[src/kd_geom_pkg.sv]
// Tree geometry and data widths shared by the classifier RTL and its testbench
package kd_geom_pkg;

    localparam int tree_depth  = 6;                   // Internal levels, one per pipeline stage
    localparam int node_count  = (1 << tree_depth) - 1;
    localparam int comp_width  = 11;
    localparam int comp_count  = 5;
    localparam int patch_width = comp_width * comp_count;
    localparam int dim_width   = 3;                   // Enough for dims 0 to 4
    localparam int addr_width  = 6;                   // Heap address of an internal node

    // One patch component, also the width of a median
    typedef logic [comp_width-1:0] comp_t;

    // Split dimension, only 0 to comp_count-1 are legal
    typedef logic [dim_width-1:0] dim_t;

    // Level L, position p lives at 2^L - 1 + p
    typedef logic [addr_width-1:0] node_addr_t;

    // Leaf index, also the path of left/right choices, MSB taken first
    typedef logic [tree_depth-1:0] leaf_t;

    // Component k sits at bits comp_width*k and up
    typedef logic [patch_width-1:0] patch_t;

endpackage
[src/kd_bus_pkg.sv]
// Packed records passed between pipeline blocks and across the top-level ports
package kd_bus_pkg;

    // Split record held by one internal node (14 bits)
    typedef struct packed {
        kd_geom_pkg::dim_t  dim;      // Component the node splits on
        kd_geom_pkg::comp_t median;   // Greater goes right, equal goes left
    } node_rec_t;

    // Single-cycle node write from the host (20 bits)
    typedef struct packed {
        kd_geom_pkg::node_addr_t addr;
        node_rec_t               rec;
    } node_wr_t;

    // Contents of one pipeline stage register
    // Path grows by one bit per level, newest choice in the LSB
    typedef struct packed {
        logic                  valid;
        kd_geom_pkg::patch_t   patch;
        kd_geom_pkg::leaf_t    path;
    } stage_t;

    // Classification result handed to the output port (61 bits)
    typedef struct packed {
        kd_geom_pkg::leaf_t  leaf;
        kd_geom_pkg::patch_t patch;   // Echo of the classified patch
    } leaf_result_t;

endpackage

[src/kd_tree_top.sv]
// Top level of the pipelined KD-tree classifier: intake, six level stages and the leaf emitter
`timescale 1ns/1ps

module kd_tree_top (
    input  logic                     clk,
    input  logic                     rst_n,
    input  logic                     in_req,
    output logic                     in_ack,
    input  kd_geom_pkg::patch_t      in_patch,
    output logic                     out_req,
    input  logic                     out_ack,
    output kd_bus_pkg::leaf_result_t out_result,
    input  logic                     node_wr_en,
    input  kd_bus_pkg::node_wr_t     node_wr
);

    // Stage k feeds level k, the last one feeds the emitter
    kd_bus_pkg::stage_t stage_chain [kd_geom_pkg::tree_depth+1];
    logic               advance;   // Global stall, low while the output buffer is busy

    kd_patch_intake kd_patch_intake_i (
        .clk       (clk),
        .rst_n     (rst_n),
        .in_req    (in_req),
        .in_ack    (in_ack),
        .in_patch  (in_patch),
        .advance   (advance),
        .stage_out (stage_chain[0])
    );

    for (genvar lv = 0; lv < kd_geom_pkg::tree_depth; lv++) begin : gen_level
        kd_tree_level #(
            .level (lv)
        ) kd_tree_level_i (
            .clk        (clk),
            .rst_n      (rst_n),
            .advance    (advance),
            .node_wr_en (node_wr_en),
            .node_wr    (node_wr),
            .stage_in   (stage_chain[lv]),
            .stage_out  (stage_chain[lv+1])
        );
    end

    kd_leaf_emitter kd_leaf_emitter_i (
        .clk        (clk),
        .rst_n      (rst_n),
        .stage_in   (stage_chain[kd_geom_pkg::tree_depth]),
        .advance    (advance),
        .out_req    (out_req),
        .out_ack    (out_ack),
        .out_result (out_result)
    );

endmodule

[src/kd_leaf_emitter.sv]
// Output side of the classifier: result buffer, four-phase output handshake and pipeline stall
`timescale 1ns/1ps

module kd_leaf_emitter (
    input  logic                     clk,
    input  logic                     rst_n,
    input  kd_bus_pkg::stage_t       stage_in,
    output logic                     advance,
    output logic                     out_req,
    input  logic                     out_ack,
    output kd_bus_pkg::leaf_result_t out_result
);

    typedef enum logic [1:0] {
        idle,
        requesting,
        wait_ack_low
    } emit_state_t;

    emit_state_t              state;
    logic                     load;
    kd_bus_pkg::leaf_result_t buf_q;

    // Buffer is free when idle, or once the sink has dropped ack
    assign advance = (state == idle) || ((state == wait_ack_low) && !out_ack);
    assign load    = advance && stage_in.valid;

    always_ff @(posedge clk) begin
        if (!rst_n) begin
            state <= idle;
        end else begin
            case (state)
                idle: begin
                    if (load) begin
                        state <= requesting;
                    end
                end
                requesting: begin
                    if (out_ack) begin
                        state <= wait_ack_low;   // Release buffer, drop req
                    end
                end
                wait_ack_low: begin
                    if (!out_ack) begin
                        state <= load ? requesting : idle;
                    end
                end
                default: state <= idle;
            endcase
        end
    end

    // Result buffer, stable for the whole request
    always_ff @(posedge clk) begin
        if (load) begin
            buf_q.leaf  <= stage_in.path;   // Six choices made, path is the leaf
            buf_q.patch <= stage_in.patch;
        end
    end

    assign out_req    = (state == requesting);
    assign out_result = buf_q;

endmodule

[src/kd_tree_level.sv]
// One KD-tree level stage with its split records, the median compare and the stage register
`timescale 1ns/1ps

module kd_tree_level #(
    parameter int level = 0
) (
    input  logic                 clk,
    input  logic                 rst_n,
    input  logic                 advance,
    input  logic                 node_wr_en,
    input  kd_bus_pkg::node_wr_t node_wr,
    input  kd_bus_pkg::stage_t   stage_in,
    output kd_bus_pkg::stage_t   stage_out
);

    localparam int node_cnt  = 1 << level;
    localparam int node_base = node_cnt - 1;             // Heap address of position 0
    localparam int idx_width = (level > 0) ? level : 1;

    kd_bus_pkg::node_rec_t nodes [node_cnt];             // Split records loaded by the host
    logic                  wr_hit;
    logic [idx_width-1:0]  wr_idx;
    logic [idx_width-1:0]  rd_idx;
    kd_bus_pkg::node_rec_t rec;
    kd_geom_pkg::comp_t    comp_sel;
    logic                  go_right;
    kd_bus_pkg::stage_t    stage_q;

    // Claim only writes that fall inside this level's address window
    always_comb begin
        wr_hit = node_wr_en
              && (int'(node_wr.addr) >= node_base)
              && (int'(node_wr.addr) < node_base + node_cnt);
        wr_idx = idx_width'(int'(node_wr.addr) - node_base);
    end

    always_ff @(posedge clk) begin
        if (wr_hit) begin
            nodes[wr_idx] <= node_wr.rec;
        end
    end

    // Path so far is the position within this level
    assign rd_idx = stage_in.path[idx_width-1:0];
    assign rec    = nodes[rd_idx];

    // Pick the component named by the split dimension
    always_comb begin
        comp_sel = '0;
        for (int k = 0; k < kd_geom_pkg::comp_count; k++) begin
            if (rec.dim == kd_geom_pkg::dim_t'(k)) begin
                comp_sel = stage_in.patch[k*kd_geom_pkg::comp_width +: kd_geom_pkg::comp_width];
            end
        end
    end

    assign go_right = comp_sel > rec.median;   // Ties route left

    // Stage register holds while the emitter stalls
    always_ff @(posedge clk) begin
        if (!rst_n) begin
            stage_q.valid <= 1'b0;
        end else if (advance) begin
            stage_q.valid <= stage_in.valid;
            stage_q.patch <= stage_in.patch;
            stage_q.path  <= {stage_in.path[kd_geom_pkg::tree_depth-2:0], go_right};
        end
    end

    assign stage_out = stage_q;

endmodule

[src/kd_patch_intake.sv]
// Input side of the classifier: four-phase handshake that loads patches into the first stage
`timescale 1ns/1ps

module kd_patch_intake (
    input  logic                clk,
    input  logic                rst_n,
    input  logic                in_req,
    output logic                in_ack,
    input  kd_geom_pkg::patch_t in_patch,
    input  logic                advance,
    output kd_bus_pkg::stage_t  stage_out
);

    logic               accept;
    kd_bus_pkg::stage_t stage_q;

    // New request seen and the pipeline is moving
    assign accept = in_req && !in_ack && advance;

    // Four-phase ack, rises on capture and falls once req is gone
    always_ff @(posedge clk) begin
        if (!rst_n) begin
            in_ack <= 1'b0;
        end else if (accept) begin
            in_ack <= 1'b1;
        end else if (in_ack && !in_req) begin
            in_ack <= 1'b0;
        end
    end

    // First pipeline register
    always_ff @(posedge clk) begin
        if (!rst_n) begin
            stage_q.valid <= 1'b0;
        end else if (advance) begin
            stage_q.valid <= accept;   // Bubble when nothing is taken
            if (accept) begin
                stage_q.patch <= in_patch;
                stage_q.path  <= '0;   // No choices made yet
            end
        end
    end

    assign stage_out = stage_q;

endmodule

[config.mk]
export PLATFORM = sky130hd
export DESIGN_NAME = kd_tree_top
export DESIGN_NICKNAME = d
export VERILOG_FILES = /design/src/kd_geom_pkg.sv /design/src/kd_bus_pkg.sv /design/src/kd_tree_top.sv /design/src/kd_leaf_emitter.sv /design/src/kd_tree_level.sv /design/src/kd_patch_intake.sv
export SDC_FILE = /design/constraint.sdc
export NUM_CORES = 1
export LEC_CHECK = 0
export BUFFER_PORTS_ARGS = -buffer_cell sky130_fd_sc_hd__buf_4
export CAP_MARGIN = 25
export CORE_MARGIN = 1.5
export CORE_UTILIZATION = 45
export CTS_BUF_LIST = sky130_fd_sc_hd__clkbuf_4
export CTS_CLUSTER_DIAMETER = 200
export DETAILED_ROUTE_END_ITERATION = 10
export GPL_ROUTABILITY_DRIVEN = 0
export HOLD_SLACK_MARGIN = 0.1
export MAX_ROUTING_LAYER = met4
export PLACE_DENSITY = 0.62
export SETUP_SLACK_MARGIN = 0.2
export SLEW_MARGIN = 40
export SYNTH_ARGS = -nofsm -noshare
export SYNTH_HDL_FRONTEND = slang
export SYNTH_SLANG_ARGS = --single-unit
[constraint.sdc]
create_clock -name clk -period 26.3 [get_ports clk]
set_input_delay 2.63 -clock clk [delete_from_list [all_inputs] [get_ports clk]]
set_output_delay 2.63 -clock clk [all_outputs]
set_load 0.01 [all_outputs]
* After elaboration in Yosys (flattened, before gate mapping)
Memory sizes are Yosys's and may differ from the RTL's. A register that Yosys moved wholly into a read port is not among the register bits. Index checks and enable logic that the tools add are counted.
Storage, ports and cells: output and inout port bits 63, logic and storage cells 166, memories 6, bits in writable memories 882, flip-flop bits (word level) 477
Cells by class: reduce and logical (&&, ||, !) cells 31, order comparisons 17, equality and inequality tests 29, multiplexer cells 54, add/subtract/negate cells 5
Memories:
- gen_level[5].kd_tree_level_i.nodes | depth 32, bits a word 14, read ports 1, clocked after Yosys merged registers in 1, wr ports 1, RTL line kd_tree_level.sv:20 | kd_bus_pkg::node_rec_t nodes [node_cnt];
- gen_level[4].kd_tree_level_i.nodes | depth 16, bits a word 14, read ports 1, clocked after Yosys merged registers in 1, wr ports 1, RTL line kd_tree_level.sv:20
- gen_level[3].kd_tree_level_i.nodes | depth 8, bits a word 14, read ports 1, clocked after Yosys merged registers in 1, wr ports 1, RTL line kd_tree_level.sv:20
- gen_level[2].kd_tree_level_i.nodes | depth 4, bits a word 14, read ports 1, clocked after Yosys merged registers in 1, wr ports 1, RTL line kd_tree_level.sv:20
- gen_level[1].kd_tree_level_i.nodes | depth 2, bits a word 14, read ports 1, clocked after Yosys merged registers in 1, wr ports 1, RTL line kd_tree_level.sv:20
- gen_level[0].kd_tree_level_i.nodes | depth 1, bits a word 14, read ports 1, clocked after Yosys merged registers in 0, wr ports 1, RTL line kd_tree_level.sv:20
Operators with widths (count):
- $mux W11 | 30
- $gt A11 B11 Y1 | 6
- $eq A3 B2 Y1 const B | 12
- $eq A3 B1 Y1 const B | 6
- $eq A3 B3 Y1 const B | 6
- $logic_not A3 Y1 | 6
- $logic_and A1 B1 Y1 | 16
- $mux W1 | 16
- $mux W2 | 4
- $ge A6 B1 Y1 const B | 1
- $ge A6 B2 Y1 const B | 1
- $ge A6 B3 Y1 const B | 1
- $ge A6 B4 Y1 const B | 1
- $ge A6 B5 Y1 const B | 1
- $lt A6 B1 Y1 const B | 1
- $lt A6 B2 Y1 const B | 1
- $lt A6 B3 Y1 const B | 1
- $lt A6 B4 Y1 const B | 1
- $lt A6 B5 Y1 const B | 1
- $lt A6 B6 Y1 const B | 1
- $pmux W2 S3 | 1
- $reduce_and A3 Y1 | 2
- $mux W5 | 1
- $sub A5 B5 Y5 const B | 1
- 15 further kinds | 18

* Longest topological paths before layout
An unclocked memory read counts as a cell.
depth in word-level cells 9, mapped depth 20, gate-level depth less buffers 15

* Cells and area by module
A second synthesis with hierarchy kept.
Second synthesis, totals: cell total of the unflattened synthesis 2491, area, all modules 53204.8 um^2
By module, submodules not included:
- kd_tree_level at gen_level[5].kd_tree_level_i | instances 1, area each 19870.3 um^2, cells an instance 877, sequential area each 15304.7 um^2
- kd_tree_level at gen_level[4].kd_tree_level_i | instances 1, area each 11492.3 um^2, cells an instance 538, sequential area each 8578.2 um^2
- kd_tree_level at gen_level[3].kd_tree_level_i | instances 1, area each 6857.8 um^2, cells an instance 331, sequential area each 5215.0 um^2
- kd_tree_level at gen_level[2].kd_tree_level_i | instances 1, area each 4683.2 um^2, cells an instance 253, sequential area each 3533.4 um^2
- kd_tree_level at gen_level[1].kd_tree_level_i | instances 1, area each 3572.2 um^2, cells an instance 194, sequential area each 2692.6 um^2
- kd_tree_level at gen_level[0].kd_tree_level_i | instances 1, area each 3012.9 um^2, cells an instance 154, sequential area each 2272.2 um^2
- kd_leaf_emitter | instances 1, area each 1938.1 um^2, cells an instance 73, sequential area each 1871.8 um^2
- kd_patch_intake | instances 1, area each 1778.0 um^2, cells an instance 71, sequential area each 1691.6 um^2

* Worst setup path after synthesis
Ideal clock, no wire load.
path kind in2reg, start input out_ack, end register gen_level[0].kd_tree_level_i.stage_q (netlist bit gen_level[0].kd_tree_level_i.stage_out[0]), enable pin, data required time 23.383 ns, stages on the path 3, slack 14.036 ns, arrival time 9.347 ns, library setup time 2.917 ns, path buffers 0, path through a21oi_1 -> nand2_1 -> clkinv_1
Between the ends: word-level cells in the longest chain between the ends 4
Ends and longest elaborated chain:
- from (decl) | RTL line kd_tree_top.sv:11 | input logic out_ack,
- $logic_not A1 Y1 | RTL line kd_leaf_emitter.sv:25 | assign advance = (state == idle) || ((state == wait_ack_low) && !out_ack);
- $logic_and A1 B1 Y1 | RTL line kd_leaf_emitter.sv:25
- $logic_or A1 B1 Y1 | RTL line kd_leaf_emitter.sv:25
- $reduce_and A2 Y1 (no source line)
- to (decl) | RTL line kd_tree_level.sv:27 | kd_bus_pkg::stage_t stage_q;
No other way between the ends. A chain may end at the register's enable or synchronous reset.

==> reports/results.tsv <==
metric	value	unit
status	finished, final reports clean	
vias per inst	5.528	
Synth-to-Final Area Change	14.34	%
FMAX	172.7	MHz
crit end category	flip-flop	
dpl hpwl	75520	um
Post-DP Area	55930	um2
Syn Inst Count	2510	
number of synthesized register bits	1374	
Core Box Area	116200	um2
worst-skew pair later-pin latency	1.19	ns
port buffer count	142	
Max-Cap Viols	0	
Synth Cell Area	52770	um2
EDFF count, synth	1349	
# setup viols final	0	
Worst R2R Path Depth	16	
Max Slew Vio Count	0	
Setup TNS Final	0	ns
min cycle time layout	5.792	ns
Yosys Warn Count	0	
met3 GRT Util	4.174	%
total number of vias	26230	
Clock Power Share	34.3	%
net switching power	1.271	mW
r2r endpoint	gen_level[5].kd_tree_level_i.stage_out[0]	
CP arrival	6.62	ns
GR peak layer	met2	
global-route wire length before repair	176300	um
drt pass-1 iters	6	
Design Area, Final	60340	um2
met2 Use GR	31.95	%
PD cells	82.77	nW/um2
die area	119300	um2
Post-DRT Antenna Nets	0	
DR iter-0 viols	2326	
sequential share of the synthesized area	77.71	%
Syn Nets	2661	
largest net degree at the start of global routing	129	
GRT Residual Overflow	0	
Setup CP Type	flip-flop to flip-flop	
most frequent cells in the layout	edfxtp_1, clkbuf_4, mux4_2	
top_reg_cell synth	edfxtp_1	
Hold Vio Cnt, Final	0	
Unique masters post-synth	56	
hold crit path type	flip-flop to flip-flop	
internal power	3.723	mW
CTS sink count	1374	
Max FO, Critical Path	37	
worst endpoint required time	27.12	ns
most common cell after layout, fill and taps aside	edfxtp_1	
die height	345.5	um
Die W	345.5	um
Worst VDD drop	0.03700	mV
Leakage	20.42	nW
Gate power share	15.2	%
register-to-register setup slack	20.51	ns
number of remaining DRC errors	0	
depth of the CTS H-tree	5	
# rows	125	
Synth Area per Inst	21.02	um2
TritonCTS Buffers	359	
Reg clk slew, reported paths	0.06	ns
RSZ-0062 raised after global routing	false	
Post-CTS Hold Buffers	0	
met1 Resource Use GR	26.91	%
CP Capture Point	gen_level[5].kd_tree_level_i.stage_out[0]	
routed len/inst	24.96	um
layout cells sized above 1	32.97	%
sequential share of power	50.5	%
FILL cells	9209	
Post-Route WL	118500	um
Nets	3137	
ys async rst share	0	%
Slew HR	39.59	%
post-CTS sizing	0	
Tightest Pin Transition	0.9020	ns
Clock Path Buffers	4	
vias in the first global route	27397	
CTS tree	yes	
Ports	143	
root buffer cell	clkbuf_4	
Final period util	22.02	%
postcts setup bufs	0	
Sw Ratio	25.45	%
CP Launch Type	flip-flop	
initial antenna violation count	2	
global-route usage over all layers	20.61	%
worst clock skew	0.1061	ns
Starting Density	45.41	%
how the worst min path moves through the flow:
stage / startpoint / end / cells after the start
after floorplan: gen_level[5].kd_tree_level_i.stage_out[6] / kd_leaf_emitter_i.out_result[0] / 0
after global placement: gen_level[5].kd_tree_level_i.stage_out[38] / kd_leaf_emitter_i.out_result[32] / 0
after detailed placement: gen_level[5].kd_tree_level_i.stage_out[9] / kd_leaf_emitter_i.out_result[3] / 0
after CTS: gen_level[5].kd_tree_level_i.stage_out[42] / kd_leaf_emitter_i.out_result[36] / 0
after global routing: gen_level[5].kd_tree_level_i.stage_out[12] / kd_leaf_emitter_i.out_result[6] / 0
final: gen_level[5].kd_tree_level_i.stage_out[42] / kd_leaf_emitter_i.out_result[36] / 0
power groups by stage:
stage | clock (mW) | combinational (mW) | sequential [mW]
4_1_cts | 1.76 | 0.754 | 2.53
6_report | 1.71 | 0.759 | 2.52
3_3_place_gp | 0 | 0.731 | 2.57
2_1_floorplan | 0 | 0.552 | 2.53
3_5_place_dp | 0 | 0.751 | 2.58
5_1_grt | 1.88 | 0.806 | 2.53
routing by layer:
metal	vias up	share of wire, %
met5	-	0
met4	0	2.8
met3	190	5.9
met2	1016	49
met1	13482	42
li1	11542	-
cell usage after synthesis, types with 9 or more instances:
library cell / count / share of area (%)
mux2_2: 21 / 0.45
ha_1: 71 / 1.7
o22ai_1: 31 / 0.37
buf_2: 27 / 0.26
a21oi_1: 24 / 0.23
inv_1: 39 / 0.28
mux2i_1: 121 / 2.3
o21a_1: 35 / 0.50
a22o_1: 30 / 0.50
buf_1: 20 / 0.14
a22oi_1: 32 / 0.46
clkbuf_1: 49 / 0.35
nand2_1: 81 / 0.58
mux4_2: 251 / 11
o21ai_0: 32 / 0.30
dfxtp_1: 25 / 0.95
nand4_1: 18 / 0.21
nand3_1: 16 / 0.15
nor2_1: 112 / 0.80
edfxtp_1: 1349 / 77
nor2b_1: 10 / 0.12
nand2b_1: 9 / 0.11
nor3_1: 16 / 0.15
kinds of logic after synthesis:
kind of cell	synth area share, %
fa+ha+maj	1.683
buf+inv	1.214
mux	13.87
simple gates	2.430
compound gates	2.971
flops	77.71
xor+xnor	0.1162
worst max-delay path, cell delays in order (launching register included):
cell     delay [ns]
dfxtp_4        0.76
buf_4          0.69
mux4_1         0.66
mux2i_1        0.22
o22ai_1        0.16
or3b_1         0.43
buf_4          0.29
nor3_2         0.52
a22o_1         0.24
ha_1           0.23
nor2b_1        0.13
o21a_1         0.16
o21a_1         0.17
o21a_1         0.17
o21a_1         0.16
o21ai_0        0.22
a31oi_1        0.11
sequential cells by signal, summed over array words and instances (netlist names), named ones only:
name / cells
kd_leaf_emitter_i.out_result: 61
kd_leaf_emitter_i.state: 2
gen_level.kd_tree_level_i.stage_out: 357
kd_patch_intake_i.stage_out: 56
gen_level.kd_tree_level_i.nodes: 882
kd_patch_intake_i.in_ack: 1
final cells by class:
| type | instances | area [um2] | share of cell area, % |
|---|---|---|---|
| flip-flops and latches | 1374 | 41030 | 67.99 |
| multi-input cells | 992 | 11260 | 18.66 |
| clock buffers | 497 | 3731 | 6.183 |
| well taps | 1524 | 1907 | 3.160 |
| repair buffers | 218 | 1748 | 2.897 |
| clock inverters | 96 | 494.2 | 0.8190 |
| inverters | 41 | 166.4 | 0.2758 |
| diodes | 3 | 7.507 | 0.01244 |
through the flow:
stage,setup slack [ns],hold WS (ns),power (mW),instances,utilization [%]
after floorplan,14.04,0.4003,3.083,2510,-
after CTS,20.44,0.3965,5.048,4737,51.76
final,20.51,0.4126,4.994,4745,51.93
after detailed placement,19.13,0.4045,3.328,4144,48.13
after global routing,20.07,0.4207,5.219,4744,51.92
after global placement,19.37,0.4045,3.305,4143,48.06
(Power assumes the default switching activity.)
